## src/hw/ctn_pkg.sv

```systemverilog
/*
 * CTN memory path shared definitions.
 * Bus widths, response codes and the AXI4-Lite and RAM command structs.
 */
package ctn_pkg;

  localparam int unsigned AddrWidth = 32;
  localparam int unsigned DataWidth = 32;
  localparam int unsigned StrbWidth = DataWidth / 8;

  localparam logic [1:0] RespOkay   = 2'd0;
  localparam logic [1:0] RespSlvErr = 2'd2;

  // Host to subsystem, one AXI4-Lite port
  typedef struct packed {
    logic                 aw_valid;
    logic [AddrWidth-1:0] aw_addr;
    logic                 w_valid;
    logic [DataWidth-1:0] w_data;
    logic [StrbWidth-1:0] w_strb;
    logic                 b_ready;
    logic                 ar_valid;
    logic [AddrWidth-1:0] ar_addr;
    logic                 r_ready;
  } axil_req_t;

  // Subsystem to host
  typedef struct packed {
    logic                 aw_ready;
    logic                 w_ready;
    logic                 b_valid;
    logic [1:0]           b_resp;
    logic                 ar_ready;
    logic                 r_valid;
    logic [DataWidth-1:0] r_data;
    logic [1:0]           r_resp;
  } axil_rsp_t;

  // Steering to adapter; idx is the full word address, the adapter keeps the low bits
  typedef struct packed {
    logic                   valid;
    logic                   we;
    logic [AddrWidth-3:0]   idx;
    logic [DataWidth-1:0]   wdata;
    logic [StrbWidth-1:0]   wstrb;
  } ram_cmd_t;

  typedef struct packed {
    logic                 done;   // One cycle pulse
    logic [DataWidth-1:0] rdata;
  } ram_rsp_t;

endpackage : ctn_pkg

```

## src/hw/ctn_sram_adapter.sv

```systemverilog
/*
 * Command to RAM adapter.
 * Issues one RAM request per command, expands strobes, fixed 3-cycle done.
 */
`timescale 1ns/1ps

module ctn_sram_adapter #(
  parameter int unsigned RamDepth = 256
) (
  input  logic                            clk_aon,
  input  logic                            rst_n_i,
  input  ctn_pkg::ram_cmd_t               cmd_i,
  output ctn_pkg::ram_rsp_t               rsp_o,
  output logic                            ram_req_o,
  output logic                            ram_we_o,
  output logic [$clog2(RamDepth)-1:0]     ram_addr_o,
  output logic [ctn_pkg::DataWidth-1:0]   ram_wdata_o,
  output logic [ctn_pkg::DataWidth-1:0]   ram_wmask_o,
  input  logic [ctn_pkg::DataWidth-1:0]   ram_rdata_i,
  input  logic                            ram_rvalid_i
);

  import ctn_pkg::*;

  localparam int unsigned WordAw = $clog2(RamDepth);

  logic [1:0]           cnt_q;    // Cycles left in the RAM pipeline
  logic [DataWidth-1:0] rdata_q;

  assign ram_req_o   = cmd_i.valid;   // RAM never stalls
  assign ram_we_o    = cmd_i.we;
  assign ram_addr_o  = cmd_i.idx[WordAw-1:0];
  assign ram_wdata_o = cmd_i.wdata;

  // One strobe bit covers eight data bits
  always_comb begin
    for (int i = 0; i < StrbWidth; i++) begin
      ram_wmask_o[8*i +: 8] = {8{cmd_i.wstrb[i]}};
    end
  end

  //////////////////////////////
  // Pipeline depth counter
  //////////////////////////////

  always_ff @(posedge clk_aon) begin
    if (!rst_n_i) begin
      cnt_q <= 2'd0;
    end else if (cmd_i.valid) begin
      cnt_q <= 2'd3;
    end else if (cnt_q != 2'd0) begin
      cnt_q <= cnt_q - 2'd1;
    end
  end

  // rvalid lands one cycle before done
  always_ff @(posedge clk_aon) begin
    if (ram_rvalid_i) begin
      rdata_q <= ram_rdata_i;
    end
  end

  assign rsp_o = '{done: (cnt_q == 2'd1), rdata: rdata_q};

endmodule : ctn_sram_adapter

```

## config.mk

```make
export PLATFORM = sky130hd
export DESIGN_NAME = ctn_sram_adapter
export DESIGN_NICKNAME = d
export VERILOG_FILES = /design/src/hw/ctn_pkg.sv /design/src/hw/ctn_sram_adapter.sv
export SDC_FILE = /design/constraint.sdc
export NUM_CORES = 1
export LEC_CHECK = 0
export BUFFER_PORTS_ARGS = -buffer_cell sky130_fd_sc_hd__clkbuf_2
export CAP_MARGIN = 15
export CORE_AREA = 3 3 80 82
export DETAILED_ROUTE_END_ITERATION = 16
export DIE_AREA = 0 0 83 85
export PLACE_DENSITY = 0.72
export SLEW_MARGIN = 20
export SYNTH_ARGS = -nofsm -noshare
export SYNTH_HDL_FRONTEND = slang
export SYNTH_SLANG_ARGS = --single-unit
```

## constraint.sdc

```tcl
create_clock -name clk_aon -period 2.1 [get_ports clk_aon]
set_input_delay 0 -clock clk_aon [delete_from_list [all_inputs] [get_ports clk_aon]]
set_output_delay 0 -clock clk_aon [all_outputs]
set_load 0.1 [all_outputs]
```

==> impl_metrics.json, run 1 <==
{
  "ys_async_sr_fraction_pct": 0,
  "hold_viol_final": 0,
  "ioPinCount": 210,
  "place_congestion": 0.704,
  "antenna_cells": 0,
  "yosysUniqueCellTypes": 8,
  "cap_violations": 0,
  "multi_input_area_um2": 58.8,
  "cts_tree": "built",
  "tightestPinTransition_ns": 0.777,
  "synth_top_cells_by_area": "edfxtp_1 59%, buf_4 34%, dfxtp_1 2.5%",
  "synth_area_leader_cell": "edfxtp_1",
  "coreArea_um2": 5820,
  "area_growth_pct": 19.4,
  "clkTransAtPathRegs_ns": 0.06,
  "place.port_buffers": 69,
  "cts_root_buf": "clkbuf_8",
  "drtIter0Drc": 47,
  "yosys.cell_count.top_type": "buf_4",
  "antenna_found_initial": 0,
  "grt_pass1_wl_mm": 5.04,
  "required_ns": 2.26,
  "wl_mm": 3.20,
  "yosysSeqAreaShare_pct": 61.7,
  "clock_sink_count": 34,
  "wl_met2_mm": 1.56,
  "synth_commonest_cells": "74 x buf_4, 32 x edfxtp_1",
  "fin_setup_tns_ns": 0,
  "drive_gt1_share_pct": 48.7,
  "ys.flop_type": "edfxtp_1",
  "wl_per_cell_um": 14.0,
  "drc": 0,
  "holdBufCountCts": 35,
  "die_area_um2": 7060,
  "via_per_inst": 3.76,
  "crit_chain": "inv_1, ha_1, mux2i_1, o21a_1, dlygate4sd3_1",
  "avgSynthCellArea_um2": 14.0,
  "grt-ovfl-total": 0,
  "holdPathStages": 0,
  "clk_latency_ns": 0.27,
  "die_w_um": 83,
  "h-tree-depth": 2,
  "met1_length_mm": 1.03,
  "startpoint_type": "flop",
  "syn_area_um2": 1620,
  "outcome": "completed",
  "setup_viol": 0,
  "finClkSkew_ns": 0.000176,
  "synth_cells": 116,
  "num_rows": 28,
  "end_kind": "flop",
  "synth_warnings": 0,
  "fillers": 580,
  "synth_edf_count": 32,
  "numCtsBuffers": 5,
  "dp_hpwl_mm": 2.22,
  "crit_path_max_incr_delay_ns": 0.56,
  "critPathMaxFanout": 3,
  "ant_nets": 0,
  "grt_max_degree": 33,
  "rr_worst_depth": 5,
  "met3_length_um": 406,
  "max_freq_mhz": 617,
  "top_layer": "met4",
  "rsz0062_at_grt": "no",
  "drv_slew": 0,
  "slew_headroom_pct": 48.2,
  "finalNetCount": 258,
  "ir_worst_vdd_uv": 432,
  "cp.arrival_ns": 1.78,
  "drt-pass1-iter-count": 2,
  "final_core_util_pct": 33.3,
  "clock_path_buffers": 2,
  "initial_core_util_pct": 27.9,
  "hold_class": "in2out",
  "seq_area_um2": 1000,
  "leakage_nw": 0.841,
  "grt_usage_pct": 9.36,
  "p_per_area_nw_per_um2": 936,
  "grt_pass1_vias": 927,
  "worstSetupPathType": "reg2reg",
  "finalCriticalPeriod_ns": 1.62,
  "postCtsSetupBuffers": 0,
  "postCtsResizedCells": 0,
  "synth_top_area_share_pct": 59.2,
  "min_period_over_period_pct": 77.2,
  "num_vias": 860,
  "syn_nets": 221,
  "synth_seq_cells": 34,
  "die_h_um": 85,
  "crit_slowest_cell": "dlygate4sd3_1"
}
layout by cell type, fill, tap and decap left out:
cell type / count
clkbuf_2: 69
dlygate4sd3_1: 35
edfxtp_1: 32
clkbuf_8: 5
inv_1: 2
o21a_1: 2
ha_1: 2
dfxtp_1: 2
xnor2_1: 1
mux2i_1: 1
clkinv_1: 1
clkinv_2: 1
clkbuf_1: 1
report_power, final:
group | switching [mW] | internal (mW)
Clock | 0.211 | 0.227
Sequential | 0.0159 | 0.802
Combinational | 0.446 | 0.110
Total | 0.674 | 1.14
per-layer routing:
layer	track usage (%)	vias up
met1	8.88	379
met4	7.88	0
li1	-	384
met2	14.6	68
met5	0	-
met3	5.44	29
state kept, by name, indices dropped and copies added, names as in the netlist:
signal,flops
rdata_q,32
cnt_q,2
worst max-delay path, delay by kind of cell (launching register included):
family,cells,cell delay [ns]
buffers and inverters,2,0.62
AO/OA/AOI/OAI,1,0.17
multiplexers,1,0.12
adder cells (fa/ha/maj),1,0.23
flip-flops,1,0.37
final timing paths:
kind	start	end	slack, ns
max reg2reg	cnt_q[0]	cnt_q[1]	0.48
min	cmd_i[66]	ram_we_o	0.00003
min reg2reg	cnt_q[0]	cnt_q[0]	0.63
max	cnt_q[0]	cnt_q[1]	0.48
cell families (layout without fill, tap and decap cells):
group	count (synthesis)	in the layout	synth area share, %
xor+xnor	1	1	0.540
fa+ha+maj	2	2	1.54
mux	1	1	0.617
compound gates	2	2	0.925
buf+inv	76	114	34.7
flops	34	34	61.7
final cells by class:
type / count / area share, %
flip-flops and latches: 34 / 51.6
inverters: 2 / 0.387
clock inverters: 2 / 0.452
multi-input cells: 6 / 3.03
clock buffers: 6 / 3.74
repair buffers: 104 / 35.9
well taps: 75 / 4.84
through the flow:
stage	worst slack [ns]	area (µm²)	power (mW)	hold slack (ns)	instances
after floorplan	0.965	1620	1.90	0.0989	116
after global placement	1.08	1510	1.33	0.000681	186
after detailed placement	1.04	1510	1.34	0.000681	186
after CTS	0.491	1940	1.83	0.000681	229
after global routing	0.421	1940	1.89	0.000137	229
final	0.479	1940	1.81	0.0000279	229
No activity file was read; power rests on OpenSTA's default activity.
==> run 2, diff against run 1 <==
- CORE_AREA: 3 3 80 82 -> not set
- CORE_MARGIN: not set -> 3
- CORE_UTILIZATION: not set -> 29
- DIE_AREA: 0 0 83 85 -> not set
- PLACE_DENSITY: 0.72 -> 0.78
- clock period: 2.1 -> 1.3 ns (I/O delays scaled with it)
==> impl_metrics.json, run 2 (synthesized netlist as in run 1, its figures left out) <==
{
  "fin_setup_tns_ns": 0,
  "hold_class": "in2out",
  "slew_headroom_pct": 63.1,
  "cp.arrival_ns": 1.13,
  "clock_sink_count": 34,
  "postCtsSetupBuffers": 0,
  "drive_gt1_share_pct": 49.4,
  "met2_usage_pct": 16.4,
  "setup_viol": 0,
  "via_per_inst": 4.04,
  "numCtsBuffers": 5,
  "place.port_buffers": 69,
  "drt-pass1-iter-count": 4,
  "largestRegisters": "rdata_q (32), cnt_q (2)",
  "grt_pass1_vias": 891,
  "grt_pass1_wl_mm": 4.53,
  "leakage_nw": 0.841,
  "power.share.sequential_pct": 45.1,
  "rr_worst_depth": 4,
  "reg2reg_from": "cnt_q[0]",
  "p_comb_share_pct": 30.8,
  "r2r_end": "cnt_q[0]",
  "drc": 0,
  "grtUsageMet1_pct": 8.68,
  "switching_share_pct": 37.3,
  "fillers": 485,
  "finalCriticalPeriod_ns": 1.13,
  "internal_power_mw": 1.84,
  "min_period_over_period_pct": 87.1,
  "hold_viol_final": 0,
  "grt_usage_pct": 9.51,
  "rsz0062_at_grt": "no",
  "h-tree-depth": 2,
  "max_freq_mhz": 883,
  "cts_tree": "built",
  "top_usage_layer": "met2",
  "initial_core_util_pct": 30.8,
  "die_h_um": 80.8,
  "die_area_um2": 6530,
  "grt-ovfl-total": 0,
  "clock_path_buffers": 2,
  "holdPathStages": 0,
  "p_per_area_nw_per_um2": 1520,
  "clk_latency_ns": 0.27,
  "switchingPower_mw": 1.10,
  "met3_usage_pct": 4.55,
  "ioPinCount": 210,
  "final_common_cell": "clkbuf_2",
  "num_rows": 26,
  "antenna_found_initial": 1,
  "largest_register_ffs": 32,
  "final_cell_mix": "68 x clkbuf_2, 34 x dlygate4sd3_1, 32 x edfxtp_1",
  "area_growth_pct": 19.2,
  "finalNetCount": 258,
  "cap_violations": 0,
  "drv_slew": 0,
  "required_ns": 1.30,
  "post_dp_cell_area_um2": 1510,
  "ir_worst_vdd_uv": 729,
  "ant_nets": 0,
  "hp-start": "cmd_i[36]",
  "cts_root_buf": "clkbuf_8",
  "tightestPinTransition_ns": 0.557,
  "largest_register": "rdata_q",
  "num_vias": 908,
  "worstSetupPathType": "in2out",
  "coreArea_um2": 5270,
  "reg2reg_setup_slack_ns": 0.23,
  "wl_mm": 3.38,
  "place_congestion": 0.576,
  "pwr-share-clk_pct": 24.1,
  "end_kind": "primary output",
  "fin_area_um2": 1930,
  "startpoint_type": "input port",
  "worstHoldEndpoint": "ram_addr_o[0]",
  "drtIter0Drc": 36,
  "grt_max_degree": 33,
  "outcome": "completed",
  "postCtsResizedCells": 0,
  "die_w_um": 80.8,
  "critPathMaxFanout": 3,
  "finClkSkew_ns": 0.0000456,
  "wl_per_cell_um": 15.0
}
## run 2: changes by cell type in the layout (fill, tap and decap cells not counted), sizes merged
cell,before,now
dlygate4sd3,35,34
diode,0,1
buf,0,2
clkbuf,75,74
## run 2: metal layers
metal	vias to the layer above	share of wire, %
li1	382	-
met1	421	34
met2	88	48
met3	17	15
met4	0	2.9
met5	-	0
## run 2: worst max-delay path, stage by stage
cell	delay (ns)
dlygate4sd3_1	0.55
clkbuf_2	0.13
clkbuf_2	0.45
## run 2: timing repair
item | in CTS | in global routing
hold buffers | 34 | 0
endpoints found under the setup margin | 0 | 0
endpoints found under the hold margin | 34 | 0
## run 2: layout make-up
cell class                      instances  area, µm²  area share, %
Sequential cell                        34       1000           51.7
Timing Repair Buffer                  104        696           36.0
Tap cell                               70       87.6           4.53
Clock buffer                            6       72.6           3.75
Multi-Input combinational cell          6       58.8           3.04
Clock inverter                          2       8.76          0.453
Inverter                                2       7.51          0.388
Antenna cell                            1       2.50          0.129
## run 2: metrics by stage
stage	worst slack [ns]	cells	power [mW]	hold slack [ns]	utilization (%)
floorplan	0.165	116	3.07	0.0989	-
global placement	0.278	182	2.15	0.000681	28.7
detailed placement	0.221	182	2.16	0.000681	28.7
CTS	0.199	224	2.94	0.000681	36.7
global route	0.130	225	3.05	0.000143	36.7
finish	0.168	225	2.94	0.0000386	36.7
## run 2: how the worst max path moves through the flow
stage	from	end	cells past startpoint
after floorplan	cnt_q[0]	rsp_o[32]	1
after global placement	cnt_q[0]	cnt_q[0]	4
after detailed placement	cnt_q[0]	cnt_q[0]	4
after CTS	cnt_q[0]	rsp_o[32]	2
after global routing	cnt_q[1]	rsp_o[32]	3
final	cmd_i[67]	ram_req_o	3
## run 2: power by group through the flow
stage | logic, mW | clock network [mW] | registers, mW
floorplan | 1.14 | 0 | 1.93
global placement | 0.809 | 0 | 1.34
detailed placement | 0.814 | 0 | 1.34
CTS | 0.898 | 0.718 | 1.32
global route | 0.933 | 0.784 | 1.33
finish | 0.904 | 0.709 | 1.32
