<file path="src/hw/ctn_pkg.sv">
/*
 * CTN memory path shared definitions.
 * Bus widths, response codes and the AXI4-Lite and RAM command structs.
 */
package ctn_pkg;

  localparam int unsigned AddrWidth = 32;
  localparam int unsigned DataWidth = 32;
  localparam int unsigned StrbWidth = DataWidth / 8;

  localparam logic [1:0] RespOkay   = 2'd0;
  localparam logic [1:0] RespSlvErr = 2'd2;

  // Host to subsystem, one AXI4-Lite port
  typedef struct packed {
    logic                 aw_valid;
    logic [AddrWidth-1:0] aw_addr;
    logic                 w_valid;
    logic [DataWidth-1:0] w_data;
    logic [StrbWidth-1:0] w_strb;
    logic                 b_ready;
    logic                 ar_valid;
    logic [AddrWidth-1:0] ar_addr;
    logic                 r_ready;
  } axil_req_t;

  // Subsystem to host
  typedef struct packed {
    logic                 aw_ready;
    logic                 w_ready;
    logic                 b_valid;
    logic [1:0]           b_resp;
    logic                 ar_ready;
    logic                 r_valid;
    logic [DataWidth-1:0] r_data;
    logic [1:0]           r_resp;
  } axil_rsp_t;

  // Steering to adapter; idx is the full word address, the adapter keeps the low bits
  typedef struct packed {
    logic                   valid;
    logic                   we;
    logic [AddrWidth-3:0]   idx;
    logic [DataWidth-1:0]   wdata;
    logic [StrbWidth-1:0]   wstrb;
  } ram_cmd_t;

  typedef struct packed {
    logic                 done;   // One cycle pulse
    logic [DataWidth-1:0] rdata;
  } ram_rsp_t;

endpackage : ctn_pkg

</file>
<file path="src/hw/ctn_addr_steer.sv">
/*
 * Address window check for the CTN scratch RAM.
 * In-window accesses become RAM commands; the rest get SLVERR.
 */
`timescale 1ns/1ps

module ctn_addr_steer #(
  parameter int unsigned                   RamDepth = 256,
  parameter logic [ctn_pkg::AddrWidth-1:0] RamBase  = 32'h0001_0000
) (
  input  logic               clk_aon,
  input  logic               rst_n_i,
  input  ctn_pkg::axil_req_t up_req_i,
  output ctn_pkg::axil_rsp_t up_rsp_o,
  output ctn_pkg::ram_cmd_t  ram_cmd_o,
  input  ctn_pkg::ram_rsp_t  ram_rsp_i
);

  import ctn_pkg::*;

  localparam logic [AddrWidth-1:0] WinBytes = AddrWidth'(RamDepth * 4);

  typedef enum logic [1:0] {
    StIdle,
    StRam,    // Waiting on the adapter
    StResp    // Holding b or r valid
  } state_e;

  state_e               state_q;
  logic                 is_wr_q;
  logic [1:0]           resp_q;
  logic [DataWidth-1:0] rdata_q;

  logic                 idle, wr_go, rd_go, accept, in_win, rsp_done;
  logic [AddrWidth-1:0] acc_addr;

  assign idle     = (state_q == StIdle);
  assign wr_go    = up_req_i.aw_valid & up_req_i.w_valid;
  assign rd_go    = up_req_i.ar_valid & ~wr_go;   // Write wins over read
  assign accept   = idle & (wr_go | rd_go);
  assign acc_addr = wr_go ? up_req_i.aw_addr : up_req_i.ar_addr;
  assign in_win   = (acc_addr & ~(WinBytes - 1'b1)) == RamBase;

  // Base is window aligned, so the low word bits are the RAM index
  assign ram_cmd_o = '{valid: accept & in_win,
                       we:    wr_go,
                       idx:   acc_addr[AddrWidth-1:2],
                       wdata: up_req_i.w_data,
                       wstrb: up_req_i.w_strb};

  always_comb begin
    up_rsp_o          = '0;
    up_rsp_o.aw_ready = idle & wr_go;
    up_rsp_o.w_ready  = idle & wr_go;
    up_rsp_o.ar_ready = idle & rd_go;
    up_rsp_o.b_valid  = (state_q == StResp) & is_wr_q;
    up_rsp_o.b_resp   = resp_q;
    up_rsp_o.r_valid  = (state_q == StResp) & ~is_wr_q;
    up_rsp_o.r_data   = rdata_q;
    up_rsp_o.r_resp   = resp_q;
  end

  assign rsp_done = (up_rsp_o.b_valid & up_req_i.b_ready) |
                    (up_rsp_o.r_valid & up_req_i.r_ready);

  always_ff @(posedge clk_aon) begin
    if (!rst_n_i) begin
      state_q <= StIdle;
      is_wr_q <= 1'b0;
    end else begin
      case (state_q)
        StIdle: if (accept) begin
          is_wr_q <= wr_go;
          state_q <= in_win ? StRam : StResp;   // Error answers next cycle
        end
        StRam:  if (ram_rsp_i.done) state_q <= StResp;
        StResp: if (rsp_done) state_q <= StIdle;
        default: state_q <= StIdle;
      endcase
    end
  end

  // Response payload
  always_ff @(posedge clk_aon) begin
    if (accept && !in_win) begin
      resp_q  <= RespSlvErr;
      rdata_q <= '0;
    end else if (state_q == StRam && ram_rsp_i.done) begin
      resp_q  <= RespOkay;
      rdata_q <= ram_rsp_i.rdata;
    end
  end

endmodule : ctn_addr_steer

</file>
<file path="config.mk">
export PLATFORM = sky130hd
export DESIGN_NAME = ctn_addr_steer
export DESIGN_NICKNAME = d
export VERILOG_FILES = /design/src/hw/ctn_pkg.sv /design/src/hw/ctn_addr_steer.sv
export SDC_FILE = /design/constraint.sdc
export NUM_CORES = 1
export LEC_CHECK = 0
export BUFFER_PORTS_ARGS = -buffer_cell sky130_fd_sc_hd__buf_4
export CAP_MARGIN = 10
export CORE_AREA = 2 2 96 98
export CTS_BUF_LIST = sky130_fd_sc_hd__clkbuf_4
export CTS_CLUSTER_SIZE = 10
export DETAILED_ROUTE_END_ITERATION = 8
export DIE_AREA = 0 0 98 100
export GPL_ROUTABILITY_DRIVEN = 0
export PLACE_DENSITY = 0.76
export SETUP_SLACK_MARGIN = 0.4
export SLEW_MARGIN = 15
export SYNTH_ARGS = -nofsm -noshare
export SYNTH_HDL_FRONTEND = slang
export SYNTH_SLANG_ARGS = --single-unit
export TNS_END_PERCENT = 10
</file>
<file path="constraint.sdc">
create_clock -name clk_aon -period 1.9 [get_ports clk_aon]
set_input_delay 0.38 -clock clk_aon [delete_from_list [all_inputs] [get_ports clk_aon]]
set_output_delay 0.38 -clock clk_aon [all_outputs]
set_load 0.05 [all_outputs]
</file>
==> qor.csv, run 1 <==
stage,metric,value,unit
outcome,status,"complete, no violations",
cts,clockBufferDepth,2,
power,internal_power,1.52,mW
die,ioPinCount,249,
setup_path,cp.arrival,1.51,ns
grt,grt.overflow.total,0,
grt,grt_pass1_wl,12000,µm
setup_path,crit_chain,buf_4 > nor4_2 > nand3_1 > a21boi_4 > o21a_2 > buf_8,
drt,wl,8460,µm
power,vdd_drop_max,0.229,mV
drt,dr.first_iter.drc_count,47,
timing,maxClockFrequency,0.530,GHz
place,hpwlAfterDp,6170,µm
timing,slew_headroom,62.0,%
cts,clock-root-buffer,clkbuf_4,
drt,vias_per_cell,4.58,
cts,postCtsHoldBufs,0,
drt,drtPass1Iterations,4,
synth,yosysSeqAreaShare,31.4,%
synth,synth.area.top_cells,"dfxtp_1, mux2_2, buf_4",
timing,setup_viol,0,
synth,synth_largest_area_cell,dfxtp_1,
die,num_rows,35,
setup_path,cpPeakStageDelay,0.30,ns
power,leakagePower,1.86,nW
timing,fin_crit,1.89,ns
setup_path,end_kind,output port,
synth,synth-edff-count,0,
synth,netlist_instances,268,
die,die_y,100,µm
die,fp.coreArea,0.00889,mm²
grt,grtUsageTotal,15.2,%
drt,antenna_left,0,
cts,htreeDepth,2,
flow_run,cap_violations,0,
drt,num_vias,2405,
drt,wl_per_cell,16.1,µm
timing,maxSlewViolCount,0,
synth,async_flop_share,0,%
power,swShare,31.9,%
timing,setup_tns,0,ns
setup_path,cp-start-kind,input pin,
die,start_util,25.8,%
setup_path,cpMaxStageDelayCell,nor4_2,
layout,syn2layout_area_growth,81.5,%
power,power_density,537,mW/mm²
die,dieArea,0.00980,mm²
power,power.share.clock,24.3,%
setup_path,r2r_start,state_q[0],
cts,numCtsBuffers,5,
cts,path_clk_slew,0.11,ns
synth,synth_cell_types,34,
synth,synth_top_area_share,31.4,%
timing,tightest_slew,0.570,ns
synth,synth_seq_cells,36,
drt,drc_errors,0,
synth,avgSynthCellArea,8.57,µm²
synth,synth_commonest_cells,"nand2_1, buf_4, dfxtp_1",
layout,final_core_util,46.9,%
cts,cts_tree,done,
setup_path,crit_fanout,2,
cts,clk_latency,0.33,ns
power,p_switching,713,µW
power,comb_power_share,41.6,%
grt,antenna_found_initial,0,
setup_path,critPathLaunch,up_req_i[85],
die,die_w,98,µm
place,portBuffers,170,
layout,nNetsFinal,553,
cts,numClockSinks,36,
synth,yosys_warnings,0,
power,seqPwrFrac,34.1,%
worst_hold_path,min_from,ram_rsp_i[17],
layout,antennaDiodeCount,0,
setup_path,crit_type,input pin to output port,
grt,grt_pass1_vias,2360,
synth,yosysMostFrequentCell,nand2_1,
timing,finalHoldViolCount,0,
timing,grt_setup_unrepaired,yes,
grt,grt_max_degree,34,
worst_hold_path,min_path_type,input pin to flip-flop,
layout,layout-drive-gt1-share,68.6,%
timing,finClkSkew,0.0108,ns
synth,syn_area,0.00230,mm²
timing,fin_crit_sh,99.4,%
setup_path,crit_required,1.52,ns
synth,ys.flop_type,dfxtp_1,
metal layers:
metal	wire length (µm)	global-route usage, %	share of wire (%)
met5	0	0	0
met4	211	5.88	2.5
met3	766	4.74	9.1
met2	4430	27.8	52
met1	3060	16.3	36
final timing paths:
path	to	slack, ns	cells past startpoint
setup / recovery	ram_cmd_o[67]	0.01	6
hold / removal	rdata_q[17]	0.29	3
setup reg to reg	rdata_q[8]	0.38	6
hold reg to reg	rdata_q[22]	0.47	2
final cells by class:
class,instances,area (µm²)
fillers,826,4720
inverters,3,16.3
clock inverters,2,35.0
repair buffers,191,1830
clock buffers,6,45.0
well taps,111,139
flip-flops and latches,36,723
multi-input cells,176,1380
worst max-delay path, delay by kind of cell:
| family | cells | cell delay [ns] |
|---|---|---|
| buf+inv | 2 | 0.26 |
| simple gates | 2 | 0.50 |
| compound gates | 2 | 0.36 |
state kept, by name, summed over array words and instances, names as in the netlist:
signal / flops
rdata_q: 32
resp_q: 1
is_wr_q: 1
state_q: 2
per-stage QoR:
step / instance area [µm²] / worst slack (ns) / hold slack (ns) / std cells / power, mW
final: 4170 / 0.0123 / 0.285 / 525 / 2.24
after global routing: 4170 / -0.0494 / 0.247 / 525 / 2.34
after CTS: 3740 / 0.0535 / 0.263 / 523 / 2.10
after detailed placement: 3470 / -0.0796 / 0.455 / 507 / 1.47
after global placement: 3470 / -0.0454 / 0.445 / 507 / 1.46
after floorplan: 2340 / 0.245 / 0.508 / 269 / 1.38
timing repair:
action                     in CTS  in global routing
setup endpoints to repair      68                 71
gates resized for setup        15                110
cloned                          3                  0
setup buffers                   5                  2
pin swaps                       6                  7
power groups by stage:
stage | Combinational, mW | Sequential, mW | Clock [mW]
finish | 0.930 | 0.763 | 0.544
global route | 0.966 | 0.764 | 0.611
CTS | 0.775 | 0.762 | 0.567
detailed placement | 0.686 | 0.779 | 0
global placement | 0.680 | 0.779 | 0
floorplan | 0.600 | 0.778 | 0
logic make-up (layout without fill, tap and decap cells):
group	count (synthesis)	count (layout)	synth area share (%)
and+or+nand+nor	101	101	20.6
buffers and inverters	57	202	17.4
AOI/OAI and AO/OA	42	42	15.3
DFF	36	36	31.4
muxes	31	31	15.2
other	1	2	0.163
cells in the final DEF, fill, tap and decap left out, drive strengths merged, types with 2 or more instances in the layout:
| master | Yosys | routed |
|---|---|---|
| nand2 | 69 | 69 |
| mux2 | 31 | 31 |
| nor2 | 6 | 6 |
| nand4 | 2 | 2 |
| nand3 | 4 | 4 |
| dfxtp | 36 | 36 |
| inv | 3 | 3 |
| buf | 51 | 190 |
| a21oi | 34 | 34 |
| o21ai | 2 | 2 |
| conb | 1 | 2 |
| nor3 | 3 | 3 |
| clkbuf | 3 | 6 |
| and3 | 2 | 2 |
| nor4b | 2 | 2 |
| nor4 | 8 | 8 |
No activity file was read; power rests on OpenSTA's default activity.
==> run 2: changes to the inputs <==
--- a/config.mk
+++ b/config.mk
@@ -5,15 +5,15 @@
 export SDC_FILE = /design/constraint.sdc
 export NUM_CORES = 1
 export LEC_CHECK = 0
-export BUFFER_PORTS_ARGS = -buffer_cell sky130_fd_sc_hd__buf_4
+export BUFFER_PORTS_ARGS = -buffer_cell sky130_fd_sc_hd__buf_2
 export CAP_MARGIN = 10
-export CORE_AREA = 2 2 96 98
+export CORE_AREA = 2 2 97 99
 export CTS_BUF_LIST = sky130_fd_sc_hd__clkbuf_4
 export CTS_CLUSTER_SIZE = 10
 export DETAILED_ROUTE_END_ITERATION = 8
-export DIE_AREA = 0 0 98 100
+export DIE_AREA = 0 0 99 101
 export GPL_ROUTABILITY_DRIVEN = 0
-export PLACE_DENSITY = 0.76
+export PLACE_DENSITY = 0.75
 export SETUP_SLACK_MARGIN = 0.4
 export SLEW_MARGIN = 15
 export SYNTH_ARGS = -nofsm -noshare
==> qor.csv, run 2 (same netlist as run 1, synthesis figures left out) <==
stage,metric,value,unit
cts,htreeDepth,2,
worst_hold_path,min_to,rdata_q[24],
worst_hold_path,min_from,ram_rsp_i[24],
layout,layout_common_cells,"buf_2, nand2_1, dfxtp_1, a21oi_2, mux2_2",
grt,grt.overflow.total,0,
die,die_y,101,µm
die,start_util,25.6,%
layout,largest_reg_flops,32,
cts,numCtsBuffers,5,
setup_path,rrSetupSlack,0.27,ns
place,place_inst,514,
timing,grt_setup_unrepaired,yes,
setup_path,crit_required,1.52,ns
setup_path,cpMaxStageDelayCell,nor4_2,
setup_path,reg2reg_depth,8,
die,fp.coreArea,0.00898,mm²
grt,grt_pass1_vias,2274,
setup_path,path_buf_inv,2,
setup_path,crit_chain,buf_2 > nor4_2 > nand3_1 > a21boi_1 > o21a_2 > buf_8,
cts,postCtsHoldBufs,0,
cts,numClockSinks,36,
setup_path,cp.arrival,1.48,ns
layout,largestRegisters,"rdata_q x32, state_q x2",
setup_path,crit_family,simple AND/OR/NAND/NOR gates,
drt,drtPass1Iterations,4,
setup_path,rr_endpoint,rdata_q[30],
drt,dr.first_iter.drc_count,90,
timing,maxSlewViolCount,0,
drt,drc_errors,0,
worst_hold_path,min_path_type,input pin to flip-flop,
power,total_power,1.88,mW
drt,num_vias,2422,
die,die_w,99,µm
place,portBuffers,170,
cts,clockBufferDepth,2,
drt,wl,8180,µm
grt,antenna_found_initial,2,
flow_run,cap_violations,0,
layout,syn2layout_area_growth,54.3,%
layout,top_register,rdata_q,
place,hpwlAfterDp,6780,µm
drt,wl_per_cell,15.2,µm
setup_path,crit_fanout,2,
power,vdd_drop_max,0.233,mV
cts,clock-root-buffer,clkbuf_4,
cts,path_clk_slew,0.12,ns
setup_path,crit_type,input pin to output port,
cts,cts_tree,done,
power,power_density,529,mW/mm²
layout,multi_input_area,0.00128,mm²
timing,fin_crit_sh,98.0,%
setup_path,end_kind,output port,
drt,antenna_left,0,
drt,vias_per_cell,4.51,
grt,grt_max_degree,34,
layout,nFillCells,912,
layout,final_common_cell,buf_2,
layout,nNetsFinal,563,
setup_path,cp-start-kind,input pin,
grt,grt_pass1_wl,12000,µm
timing,finClkSkew,0.0101,ns
layout,seqCellArea,726,µm²
power,leakagePower,1.60,nW
setup_path,r2r_start,state_q[1],
timing,finalHoldViolCount,0,
setup_path,cpPeakStageDelay,0.28,ns
layout,layout-drive-gt1-share,68.4,%
die,ioPinCount,249,
outcome,status,"complete, no violations",
worst_hold_path,holdPathStages,3,
layout,stdcell_count,537,
grt,grtUsageTotal,15.2,%
timing,fin_crit,1.86,ns
timing,setup_viol,0,
cts,clk_latency,0.34,ns
die,num_rows,35,
die,dieArea,0.0100,mm²
timing,maxClockFrequency,0.537,GHz
## run 2: repair_timing
action	in CTS	in global routing
pin swaps	7	8
resized for setup	34	36
cloned	1	2
endpoints found under the setup margin	68	70
setup buffers	6	4
## run 2: worst max-delay path by stage
stage,from,to,slack [ns],cells after the start
finish,up_req_i[14],ram_cmd_o[67],0.04,6
global route,up_req_i[14],ram_cmd_o[67],-0.02,6
CTS,up_req_i[94],ram_cmd_o[67],0.04,7
detailed placement,up_req_i[99],ram_cmd_o[67],-0.11,6
global placement,up_req_i[90],ram_cmd_o[67],-0.09,7
floorplan,up_req_i[104],rdata_q[0],0.25,6
## run 2: final cells by class
type                    count  share of cell area, %
multi-input cells         176                   36.3
diodes                      2                  0.141
well taps                 111                   3.92
clock buffers               6                   1.27
flip-flops and latches     36                   20.5
repair buffers            201                   37.2
clock inverters             2                  0.318
inverters                   3                  0.388
## run 2: per-stage QoR
| stage | setup TNS [ns] | setup slack (ns) | hold slack [ns] | utilization, % | instance area, µm² |
|---|---|---|---|---|---|
| after floorplan | 0 | 0.245 | 0.508 | - | 2340 |
| after global placement | -0.594 | -0.0905 | 0.440 | 34.5 | 3100 |
| after detailed placement | -1.15 | -0.111 | 0.454 | 34.5 | 3100 |
| after CTS | 0 | 0.0448 | 0.254 | 37.3 | 3350 |
| after global routing | -0.0239 | -0.0239 | 0.243 | 39.5 | 3540 |
| final | 0 | 0.0383 | 0.270 | 39.5 | 3540 |
## run 2: worst min-delay path: stages
cell,delay (ns)
buf_2,0.09
nand2_1,0.06
a21oi_2,0.04
## run 2: power by group
| part | internal (mW) | switching [mW] |
|---|---|---|
| clock network | 0.155 | 0.260 |
| logic | 0.284 | 0.414 |
| registers | 0.758 | 0.00431 |
| total | 1.20 | 0.678 |
## run 2: per-layer routing
layer	global-route usage, %	wire, µm	vias to the layer above
met5	0	0	-
met4	4.11	118	0
met3	4.23	662	8
met2	28.3	4310	136
met1	16.9	3090	1104
li1	-	-	1174
