### src/hw/ctn_pkg.sv
/*
 * CTN memory path shared definitions.
 * Bus widths, response codes and the AXI4-Lite and RAM command structs.
 */
package ctn_pkg;

  localparam int unsigned AddrWidth = 32;
  localparam int unsigned DataWidth = 32;
  localparam int unsigned StrbWidth = DataWidth / 8;

  localparam logic [1:0] RespOkay   = 2'd0;
  localparam logic [1:0] RespSlvErr = 2'd2;

  // Host to subsystem, one AXI4-Lite port
  typedef struct packed {
    logic                 aw_valid;
    logic [AddrWidth-1:0] aw_addr;
    logic                 w_valid;
    logic [DataWidth-1:0] w_data;
    logic [StrbWidth-1:0] w_strb;
    logic                 b_ready;
    logic                 ar_valid;
    logic [AddrWidth-1:0] ar_addr;
    logic                 r_ready;
  } axil_req_t;

  // Subsystem to host
  typedef struct packed {
    logic                 aw_ready;
    logic                 w_ready;
    logic                 b_valid;
    logic [1:0]           b_resp;
    logic                 ar_ready;
    logic                 r_valid;
    logic [DataWidth-1:0] r_data;
    logic [1:0]           r_resp;
  } axil_rsp_t;

  // Steering to adapter; idx is the full word address, the adapter keeps the low bits
  typedef struct packed {
    logic                   valid;
    logic                   we;
    logic [AddrWidth-3:0]   idx;
    logic [DataWidth-1:0]   wdata;
    logic [StrbWidth-1:0]   wstrb;
  } ram_cmd_t;

  typedef struct packed {
    logic                 done;   // One cycle pulse
    logic [DataWidth-1:0] rdata;
  } ram_rsp_t;

endpackage : ctn_pkg

### src/hw/ctn_host_arb.sv
/*
 * Two-host round-robin arbiter for AXI4-Lite.
 * One host owns the downstream port until its b or r handshake completes.
 */
`timescale 1ns/1ps

module ctn_host_arb (
  input  logic               clk_aon,
  input  logic               rst_n_i,
  input  ctn_pkg::axil_req_t host0_req_i,
  output ctn_pkg::axil_rsp_t host0_rsp_o,
  input  ctn_pkg::axil_req_t host1_req_i,
  output ctn_pkg::axil_rsp_t host1_rsp_o,
  output ctn_pkg::axil_req_t dev_req_o,
  input  ctn_pkg::axil_rsp_t dev_rsp_i
);

  import ctn_pkg::*;

  logic busy_q;   // A host holds the grant
  logic sel_q;    // Granted host
  logic prio_q;   // Host that wins a tie
  logic req0, req1;
  logic sel_d;
  logic txn_done;

  // A write counts only once both aw and w are up
  assign req0 = (host0_req_i.aw_valid & host0_req_i.w_valid) | host0_req_i.ar_valid;
  assign req1 = (host1_req_i.aw_valid & host1_req_i.w_valid) | host1_req_i.ar_valid;

  assign sel_d = (req0 & req1) ? prio_q : req1;

  assign txn_done = (dev_rsp_i.b_valid & dev_req_o.b_ready) |
                    (dev_rsp_i.r_valid & dev_req_o.r_ready);

  //////////////////////////////
  // Grant state
  //////////////////////////////

  always_ff @(posedge clk_aon) begin
    if (!rst_n_i) begin
      busy_q <= 1'b0;
      sel_q  <= 1'b0;
      prio_q <= 1'b0;   // host0 first after reset
    end else if (!busy_q && (req0 || req1)) begin
      busy_q <= 1'b1;
      sel_q  <= sel_d;
      prio_q <= ~sel_d; // Last served loses the next tie
    end else if (busy_q && txn_done) begin
      busy_q <= 1'b0;
    end
  end

  //////////////////////////////
  // Request and response muxing
  //////////////////////////////

  always_comb begin
    dev_req_o   = '0;
    host0_rsp_o = '0;
    host1_rsp_o = '0;
    if (busy_q) begin
      if (sel_q) begin
        dev_req_o   = host1_req_i;
        host1_rsp_o = dev_rsp_i;
      end else begin
        dev_req_o   = host0_req_i;
        host0_rsp_o = dev_rsp_i;
      end
    end
  end

endmodule : ctn_host_arb

### config.mk
export PLATFORM = sky130hd
export DESIGN_NAME = ctn_host_arb
export DESIGN_NICKNAME = d
export VERILOG_FILES = /design/src/hw/ctn_pkg.sv /design/src/hw/ctn_host_arb.sv
export SDC_FILE = /design/constraint.sdc
export NUM_CORES = 1
export LEC_CHECK = 0
export ABC_AREA = 1
export BUFFER_PORTS_ARGS = -buffer_cell sky130_fd_sc_hd__buf_4
export CAP_MARGIN = 20
export CORE_AREA = 8 8 164 166
export DETAILED_ROUTE_END_ITERATION = 10
export DIE_AREA = 0 0 172 174
export GPL_ROUTABILITY_DRIVEN = 1
export PLACE_DENSITY_LB_ADDON = 0.12
export SLEW_MARGIN = 10
export SYNTH_ARGS = -nofsm -noshare
export SYNTH_HDL_FRONTEND = slang
export SYNTH_SLANG_ARGS = --single-unit
export TNS_END_PERCENT = 50
### constraint.sdc
create_clock -name clk_aon -period 1.97 [get_ports clk_aon]
set_input_delay 0.0985 -clock clk_aon [delete_from_list [all_inputs] [get_ports clk_aon]]
set_output_delay 0.0985 -clock clk_aon [all_outputs]
set_load 0.05 [all_outputs]
==> results of run 1 <==
==> path summary, 6_finish.rpt <==
kind	startpoint	to	depth (start not counted)
setup reg to reg	sel_q	busy_q	7
setup / recovery	sel_q	host1_rsp_o[8]	5
hold reg to reg	prio_q	prio_q	2
hold / removal	rst_n_i	sel_q	3
==> worst min-delay path: stages <==
cell,delay [ps]
buf_4,90
nand2_1,40
nor2_1,70
==> cells in the final DEF (no fill, tap or decap), drive strengths merged <==
master and count:
nand3 1, clkbuf 4, nor2 84, a21oi 111, nand2 219, buf 451
inv 45, dfxtp 3, o21ai 1
==> stage by stage <==
step	cell area [sq um]	cells
detailed placement	5970	1245
floorplan	2380	506
CTS	6050	1249
global route	6050	1249
global placement	5970	1245
finish	6050	1249
==> sequential cells by signal, summed over array words and instances (netlist names) <==
register and cells:
busy_q 1, prio_q 1, sel_q 1
==> synthesized netlist by cell type <==
cell      count  share of area
buf_4         5          0.016
nand2_2      19          0.050
buf_2        20          0.042
dfxtp_1       3          0.025
inv_4         1         0.0026
a21oi_1      82           0.17
nand3_1       1         0.0021
nand2_1     200           0.31
clkbuf_1      6         0.0094
inv_1        43          0.068
a21oi_2      29           0.11
buf_6        10          0.047
nor2_1       84           0.13
inv_2         1         0.0016
o21ai_0       1         0.0021
buf_12        1         0.0084
==> power by group <==
| group | internal, uW | switching (uW) | total (uW) |
|---|---|---|---|
| combinational | 902 | 1760 | 2660 |
| clock | 268 | 62.2 | 330 |
| sequential | 68.4 | 10.2 | 78.6 |
==> final cells by class <==
class | instances | share of cell area
timing repair buffer | 451 | 0.572
multi-input combinational | 416 | 0.307
clock buffer | 4 | 0.0130
sequential | 3 | 0.0105
inverter | 45 | 0.0287
tap | 330 | 0.0683
==> logic make-up (layout without fill, tap and decap cells) <==
logic type | count (synthesis) | in the layout | synth area share
and+or+nand+nor | 304 | 304 | 0.499
AOI/OAI and AO/OA | 112 | 112 | 0.281
DFF | 3 | 3 | 0.0252
buffers and inverters | 87 | 500 | 0.195
==> metal layers <==
layer	GRT usage	up-vias	part of all wire
met4	0.0158	0	0.0088
li1	-	2372	-
met5	0	-	0
met1	0.125	1982	0.34
met2	0.242	198	0.55
met3	0.0338	15	0.099
==> results.py, run 1 <==
metrics = {
    "setup_path": {
        "worst-endpoint-arrival_ps": 1580,
        "path_cells": "buf_12 > nand2_1 > buf_4 > nor2_1 > buf_4",
        "crit_path_frequent_cell": "buf_4",
        "end_kind": "primary output",
        "r2r_setup_slack_ps": 710,
        "start_kind": "flop",
        "critPathMaxStageDelay_ps": 380,
        "path_class": "reg2out",
        "critical_path_buf_inv_count": 3,
        "cp.required_ps": 1870,
        "critPathSlowestCell": "dfxtp_4",
        "critPathMaxFanout": 53,
        "cp_top_family": "buffers and inverters",
    },
    "placed_design": {
        "io_buffer_count": 439,
        "gp_congestion": 0.809,
        "dp_slack_ps": 510,
        "dp_hpwl_um": 17000,
    },
    "timing": {
        "fin_hold_ws_ps": 109,
        "timing.slew.headroom": 0.673,
        "rsz0062_at_grt": "no",
        "fin_skew_ps": 1.22,
        "slew_violations": 0,
        "layout_setup_ws_ps": 290,
        "fin_crit_sh": 0.853,
        "hold_viol_final": 0,
        "min_period_ps": 1680,
        "setup_tns_ps": 0,
        "max_freq_mhz": 595,
        "tightest_slew_ps": 490,
        "setup-violations-final": 0,
    },
    "final_layout": {
        "finish.utilization": 0.247,
        "drive_above_1_share": 0.550,
        "num-nets-final": 1173,
        "antennaDiodeCount": 0,
        "final-seq-area_sq_um": 63.8,
        "fillers": 2880,
        "multi_input_comb_area_sq_um": 1860,
        "syn_to_final_growth_pct": 154,
    },
    "logic_synthesis": {
        "synth_cells": 506,
        "synth_nets": 759,
        "synth.distinct_cells": 16,
        "yosysWarnings": 0,
        "ys_seq_elements": 3,
        "ys_seq_area_frac": 0.0252,
        "synth_area_sq_um": 2380,
        "avgSynthCellArea_sq_um": 4.71,
    },
    "route": {
        "drt-vias-per-instance": 3.66,
        "ant_nets": 0,
        "wl_um": 19900,
        "drc": 0,
        "drtPass1Iterations": 5,
        "dr.first_iter.drc_count": 146,
        "wl_per_cell_um": 16.0,
        "vias": 4567,
    },
    "die": {
        "core_area_sq_um": 24500,
        "die_area_sq_um": 29900,
        "io_pins": 440,
        "die_h_um": 174,
        "initial_utilization": 0.0972,
        "die_w_um": 172,
        "num_rows": 58,
    },
    "cts": {
        "cts_tree": "built",
        "numCtsBuffers": 3,
        "cts.sinks": 3,
        "cts_setup_buffers": 0,
        "cts_resized": 0,
        "clk-insertion-delay-late_ps": 230,
        "cts_max_level": 1,
        "cts_buffer_depth": 2,
        "ctsHoldBuffers": 0,
        "cts.clk_slew.worst_paths_ps": 30,
        "root_buffer": "clkbuf_16",
    },
    "global_route": {
        "grt_max_degree": 56,
        "grt_usage": 0.122,
        "antenna_found_initial": 0,
        "grt-ovfl-total": 0,
        "grt_pass1_vias": 4724,
        "grt_first_pass_wirelength_um": 28400,
    },
    "power": {
        "ir_drop_mv": 0.167,
        "p_leak_uw": 0.00341,
        "power_uw": 3070,
        "power_per_cell_area_nw_per_um2": 508,
    },
    "run_status": {
        "status": "complete, no violations",
    },
    "job": {
        "drv_cap": 0,
    },
    "hold_path": {
        "min_path_type": "in2reg",
    },
}
Power figures use the tool's default switching activity.
==> run 2, diff against run 1 <==
- SETUP_SLACK_MARGIN: default -> 0.4
==> run 2 against run 1 <==
Total power increased by 5.4%. Clock power about the same. Global-route usage increased by 0.84 points. Count of clock-buffer cells in the layout unchanged. Largest cell class unchanged.
==> results.py, run 2 (synthesis gave the netlist of run 1 again) <==
metrics = {
    "timing": {
        "setup_tns_ps": 0,
        "setup-violations-final": 0,
        "fin_skew_ps": 1.34,
        "max_freq_mhz": 630,
        "min_period_ps": 1590,
        "rsz0062_at_grt": "yes",
        "tightest_slew_ps": 295,
        "fin_crit_sh": 0.806,
        "hold_viol_final": 0,
        "slew_violations": 0,
        "timing.slew.headroom": 0.803,
    },
    "global_route": {
        "grt_pass1_vias": 4692,
        "grt_usage": 0.130,
        "grt_max_degree": 42,
        "grt-ovfl-total": 0,
        "antenna_found_initial": 1,
        "grt_first_pass_wirelength_um": 29700,
    },
    "route": {
        "dr.first_iter.drc_count": 136,
        "drtPass1Iterations": 6,
        "ant_nets": 0,
        "wl_um": 21400,
        "vias": 4688,
        "wl_per_cell_um": 17.1,
        "drc": 0,
        "drt-vias-per-instance": 3.74,
    },
    "setup_path": {
        "worst-endpoint-arrival_ps": 1490,
        "r2r-end": "busy_q",
        "start_kind": "flop",
        "end_kind": "primary output",
        "critPathMaxFanout": 33,
        "path_class": "reg2out",
        "cp.required_ps": 1870,
        "critical_path_buf_inv_count": 2,
        "critPathMaxStageDelay_ps": 460,
        "r2r_setup_slack_ps": 490,
        "critPathSlowestCell": "dfxtp_4",
        "rr_startpoint": "sel_q",
        "path_cells": "buf_6 > nand2_1 > a21oi_2 > buf_4",
        "cp_top_family": "buffers and inverters",
        "r2r_cells": 7,
    },
    "placed_design": {
        "io_buffer_count": 439,
        "dp_hpwl_um": 17100,
        "place_area_sq_um": 6080,
        "gp_congestion": 0.776,
    },
    "cts": {
        "cts_buffer_depth": 2,
        "cts_tree": "built",
        "root_buffer": "clkbuf_16",
        "cts.clk_slew.worst_paths_ps": 30,
        "numCtsBuffers": 3,
        "cts.sinks": 3,
        "ctsHoldBuffers": 0,
        "clk-insertion-delay-late_ps": 230,
        "cts_max_level": 1,
    },
    "hold_path": {
        "min_to": "sel_q",
        "min_from": "rst_n_i",
        "holdPathStages": 3,
        "min_path_type": "in2reg",
    },
    "final_layout": {
        "drive_above_1_share": 0.586,
        "largestRegisters": "busy_q: 1 flops, prio_q: 1 flops, sel_q: 1 flops",
        "antennaDiodeCount": 0,
        "fin_area_sq_um": 6370,
        "syn_to_final_growth_pct": 167,
        "fillers": 2802,
        "final_cell_mix": "buf_4 (432), nand2_1 (200), nor2_1 (84)",
        "num-nets-final": 1176,
        "final_common_cell": "buf_4",
    },
    "die": {
        "die_w_um": 172,
        "core_area_sq_um": 24500,
        "io_pins": 440,
        "initial_utilization": 0.0972,
        "num_rows": 58,
        "die_area_sq_um": 29900,
        "die_h_um": 174,
    },
    "power": {
        "p_leak_uw": 0.00349,
        "power_per_cell_area_nw_per_um2": 509,
        "ir_drop_mv": 0.190,
    },
    "job": {
        "drv_cap": 0,
    },
    "run_status": {
        "status": "complete, no violations",
    },
}
## run 2: cell count changes in the layout (fill, tap and decap cells not counted), moves of 2 or more
cell     change
a21oi_1     -31
a21oi_2     +31
buf_16       +7
buf_4       -13
buf_6       +10
inv_4        -2
## run 2: per-stage QoR
stage / util / power (uW) / hold slack [ps] / worst slack [ps] / instances
2_1_floorplan: - / 1790 / 221 / 336 / 506
3_3_place_gp: 0.248 / 2840 / 347 / 537 / 1243
3_5_place_dp: 0.248 / 2820 / 346 / 505 / 1243
4_1_cts: 0.258 / 3280 / 112 / 348 / 1251
5_1_grt: 0.260 / 3420 / 135 / 299 / 1252
6_report: 0.260 / 3240 / 107 / 382 / 1252
## run 2: layout make-up
cell class / count / area (sq um) / share of cell area
Clock buffer: 4 / 78.8 / 0.0124
Sequential cell: 3 / 65.1 / 0.0102
Multi-Input combinational cell: 416 / 1980 / 0.310
Tap cell: 330 / 413 / 0.0648
Inverter: 45 / 186 / 0.0293
Timing Repair Buffer: 454 / 3650 / 0.573
## run 2: worst max path at each step
stage	to	depth (start not counted)	slack, ps	startpoint
after floorplan	dev_req_o[43]	6	340	sel_q
after global placement	busy_q	5	540	busy_q
after detailed placement	busy_q	5	510	busy_q
after CTS	dev_req_o[29]	5	350	sel_q
after global routing	dev_req_o[13]	5	300	sel_q
final	dev_req_o[71]	4	380	sel_q
## run 2: tightest hold or removal path, cell delays in order
cell and delay [ps]:
buf_4 90, nand2_1 40, nor2_1 70
## run 2: layer usage
layer,GRT usage,share of wire,wire [um]
met1,0.133,0.34,7350
met2,0.254,0.53,11400
met3,0.0386,0.11,2370
met4,0.0230,0.011,244
met5,0,0.00047,10
## run 2: where the power goes
| group | internal, uW | total [uW] | switching (uW) |
|---|---|---|---|
| combinational | 992 | 2820 | 1830 |
| sequential | 69.0 | 87.6 | 18.6 |
| clock | 268 | 328 | 60.8 |
| total | 1330 | 3240 | 1910 |
## run 2: timing repair
action / 4_1_cts / 5_1_grt
endpoints found under the setup margin: 58 / 130
cloned: 4 / 0
buffers inserted: 0 / 1
resized for setup: 13 / 15
==> run 3, diff against run 2 <==
- CORE_AREA: 8 8 164 166 -> 8 8 165 167
- DIE_AREA: 0 0 172 174 -> 0 0 173 175
- clock period: 1.97 -> 1.4 ns (I/O delays scaled with it)
==> run 3 against run 2 <==
The flow now finishes with violations (setup timing). Worst setup slack got worse by 490 ps. Non-clock buffer count increased by 39. Critical path depth increased by 1. Total power increased by 93%. Clock power increased by 38%. First-iteration DRC count unchanged. Sequential cell count unchanged. Core utilization increased by 12 points. Hold slack got worse by 7.8 ps. Sequential power increased by 34%. Register-to-register slack got worse by 370 ps. Die area increased by 1.2%. Critical path type unchanged.
==> results.py, run 3 (synthesis gave the netlist of run 1 again) <==
metrics = {
    "run_status": {
        "status": "complete, but fails checks",
        "violations": "setup timing",
    },
    "cts": {
        "cts.clk_slew.worst_paths_ps": 30,
        "root_buffer": "clkbuf_16",
        "cts_max_level": 1,
        "cts_buffer_depth": 2,
        "numCtsBuffers": 3,
        "cts.sinks": 3,
        "clk-insertion-delay-late_ps": 220,
        "cts_tree": "built",
    },
    "setup_path": {
        "r2r_setup_slack_ps": 120,
        "start_kind": "flop",
        "r2r-end": "busy_q",
        "end_kind": "primary output",
        "path_class": "reg2out",
        "rr_startpoint": "sel_q",
        "r2r_cells": 7,
        "worst-endpoint-arrival_ps": 1440,
        "cp.required_ps": 1330,
        "critPathMaxFanout": 11,
    },
    "global_route": {
        "antenna_found_initial": 0,
        "grt_pass1_vias": 5260,
        "grt_max_degree": 32,
        "grt_usage": 0.145,
        "grt-ovfl-total": 0,
        "grt_first_pass_wirelength_um": 34500,
    },
    "hold_path": {
        "min_to": "sel_q",
        "min_from": "rst_n_i",
        "holdPathStages": 3,
        "min_path_type": "in2reg",
    },
    "final_layout": {
        "largestRegisters": "busy_q: 1 flops, prio_q: 1 flops, sel_q: 1 flops",
        "drive_above_1_share": 0.805,
        "finish.utilization": 0.385,
        "antennaDiodeCount": 0,
        "fillers": 2528,
        "final_cell_mix": "buf_4 (267), nand2_1 (133), buf_6 (132)",
        "syn_to_final_growth_pct": 298,
        "final_common_cell": "buf_4",
        "num-nets-final": 1218,
    },
    "power": {
        "p_leak_uw": 0.00430,
        "power_per_cell_area_nw_per_um2": 660,
        "ir_drop_mv": 0.277,
    },
    "route": {
        "dr.first_iter.drc_count": 136,
        "drt-vias-per-instance": 3.87,
        "vias": 5010,
        "ant_nets": 0,
        "drtPass1Iterations": 4,
        "drc": 0,
        "wl_um": 25500,
        "wl_per_cell_um": 19.7,
    },
    "timing": {
        "fin_skew_ps": 1.67,
        "hold_viol_final": 0,
        "setup_tns_ps": -7940,
        "fin_crit_sh": 1.08,
        "rsz0062_at_grt": "yes",
        "tightest_slew_ps": 346,
        "max_freq_mhz": 662,
        "timing.slew.headroom": 0.769,
        "min_period_ps": 1510,
        "setup-violations-final": 145,
        "slew_violations": 0,
        "layout_setup_ws_ps": -112,
    },
    "die": {
        "io_pins": 440,
        "die_h_um": 175,
        "core_area_sq_um": 24700,
        "die_area_sq_um": 30300,
        "initial_utilization": 0.0966,
        "die_w_um": 173,
        "num_rows": 58,
    },
    "placed_design": {
        "io_buffer_count": 439,
        "dp_hpwl_um": 18800,
        "gp_congestion": 0.762,
    },
    "job": {
        "drv_cap": 0,
    },
}
[run 3: worst max path at each step]
stage	slack, ps	startpoint	end
after floorplan	50	sel_q	dev_req_o[65]
after global placement	60	sel_q	host1_rsp_o[39]
after detailed placement	50	sel_q	host1_rsp_o[39]
after CTS	-100	sel_q	dev_req_o[11]
after global routing	-140	sel_q	dev_req_o[80]
final	-110	sel_q	host1_rsp_o[39]
[run 3: timing repair]
action                                 4_1_cts  5_1_grt
cloned                                       7       14
resized for setup                          263      117
setup endpoints to repair                  190      189
pin swaps                                    7       19
setup buffers                                6        7
endpoints found under the hold margin        0        0
hold buffers                                 0        0
[run 3: routing by layer]
layer,vias to the layer above,track usage,share of wire
li1,2477,-,-
met1,2288,0.161,0.39
met2,237,0.272,0.52
met3,8,0.0540,0.080
met4,0,0.00970,0.0046
met5,-,0,0
[run 3: cell type report]
cell class                 count  area, sq um  share of cell area
clock buffer                   4         78.8             0.00831
inverter                      45          208              0.0219
multi-input combinational    416         3480               0.366
sequential                     3         67.6             0.00712
tap                          330          413              0.0435
timing repair buffer         493         5210               0.549
timing repair inverter         3         33.8             0.00356
[run 3: report_power, final]
part | switching, uW | internal, uW
logic | 3360 | 2330
clock network | 75.2 | 375
registers | 19.6 | 96.9
[run 3: critical path, stage by stage (launching register included)]
cell and delay, ps:
dfxtp_4 430, buf_12 190, nand2_8 110, buf_12 170, nor2_4 150, buf_8 170
[run 3: per-stage QoR]
stage               total power, uW  cells  hold WS (ps)  area [sq um]  setup slack (ps)
floorplan                      3120    506           192          3640              52.3
global route                   6560   1294           103          9490              -142
detailed placement             4680   1256           316          7380              45.1
CTS                            5870   1273          95.6          8670             -99.0
finish                         6270   1294          98.7          9490              -112
global placement               4690   1256           314          7380              60.9
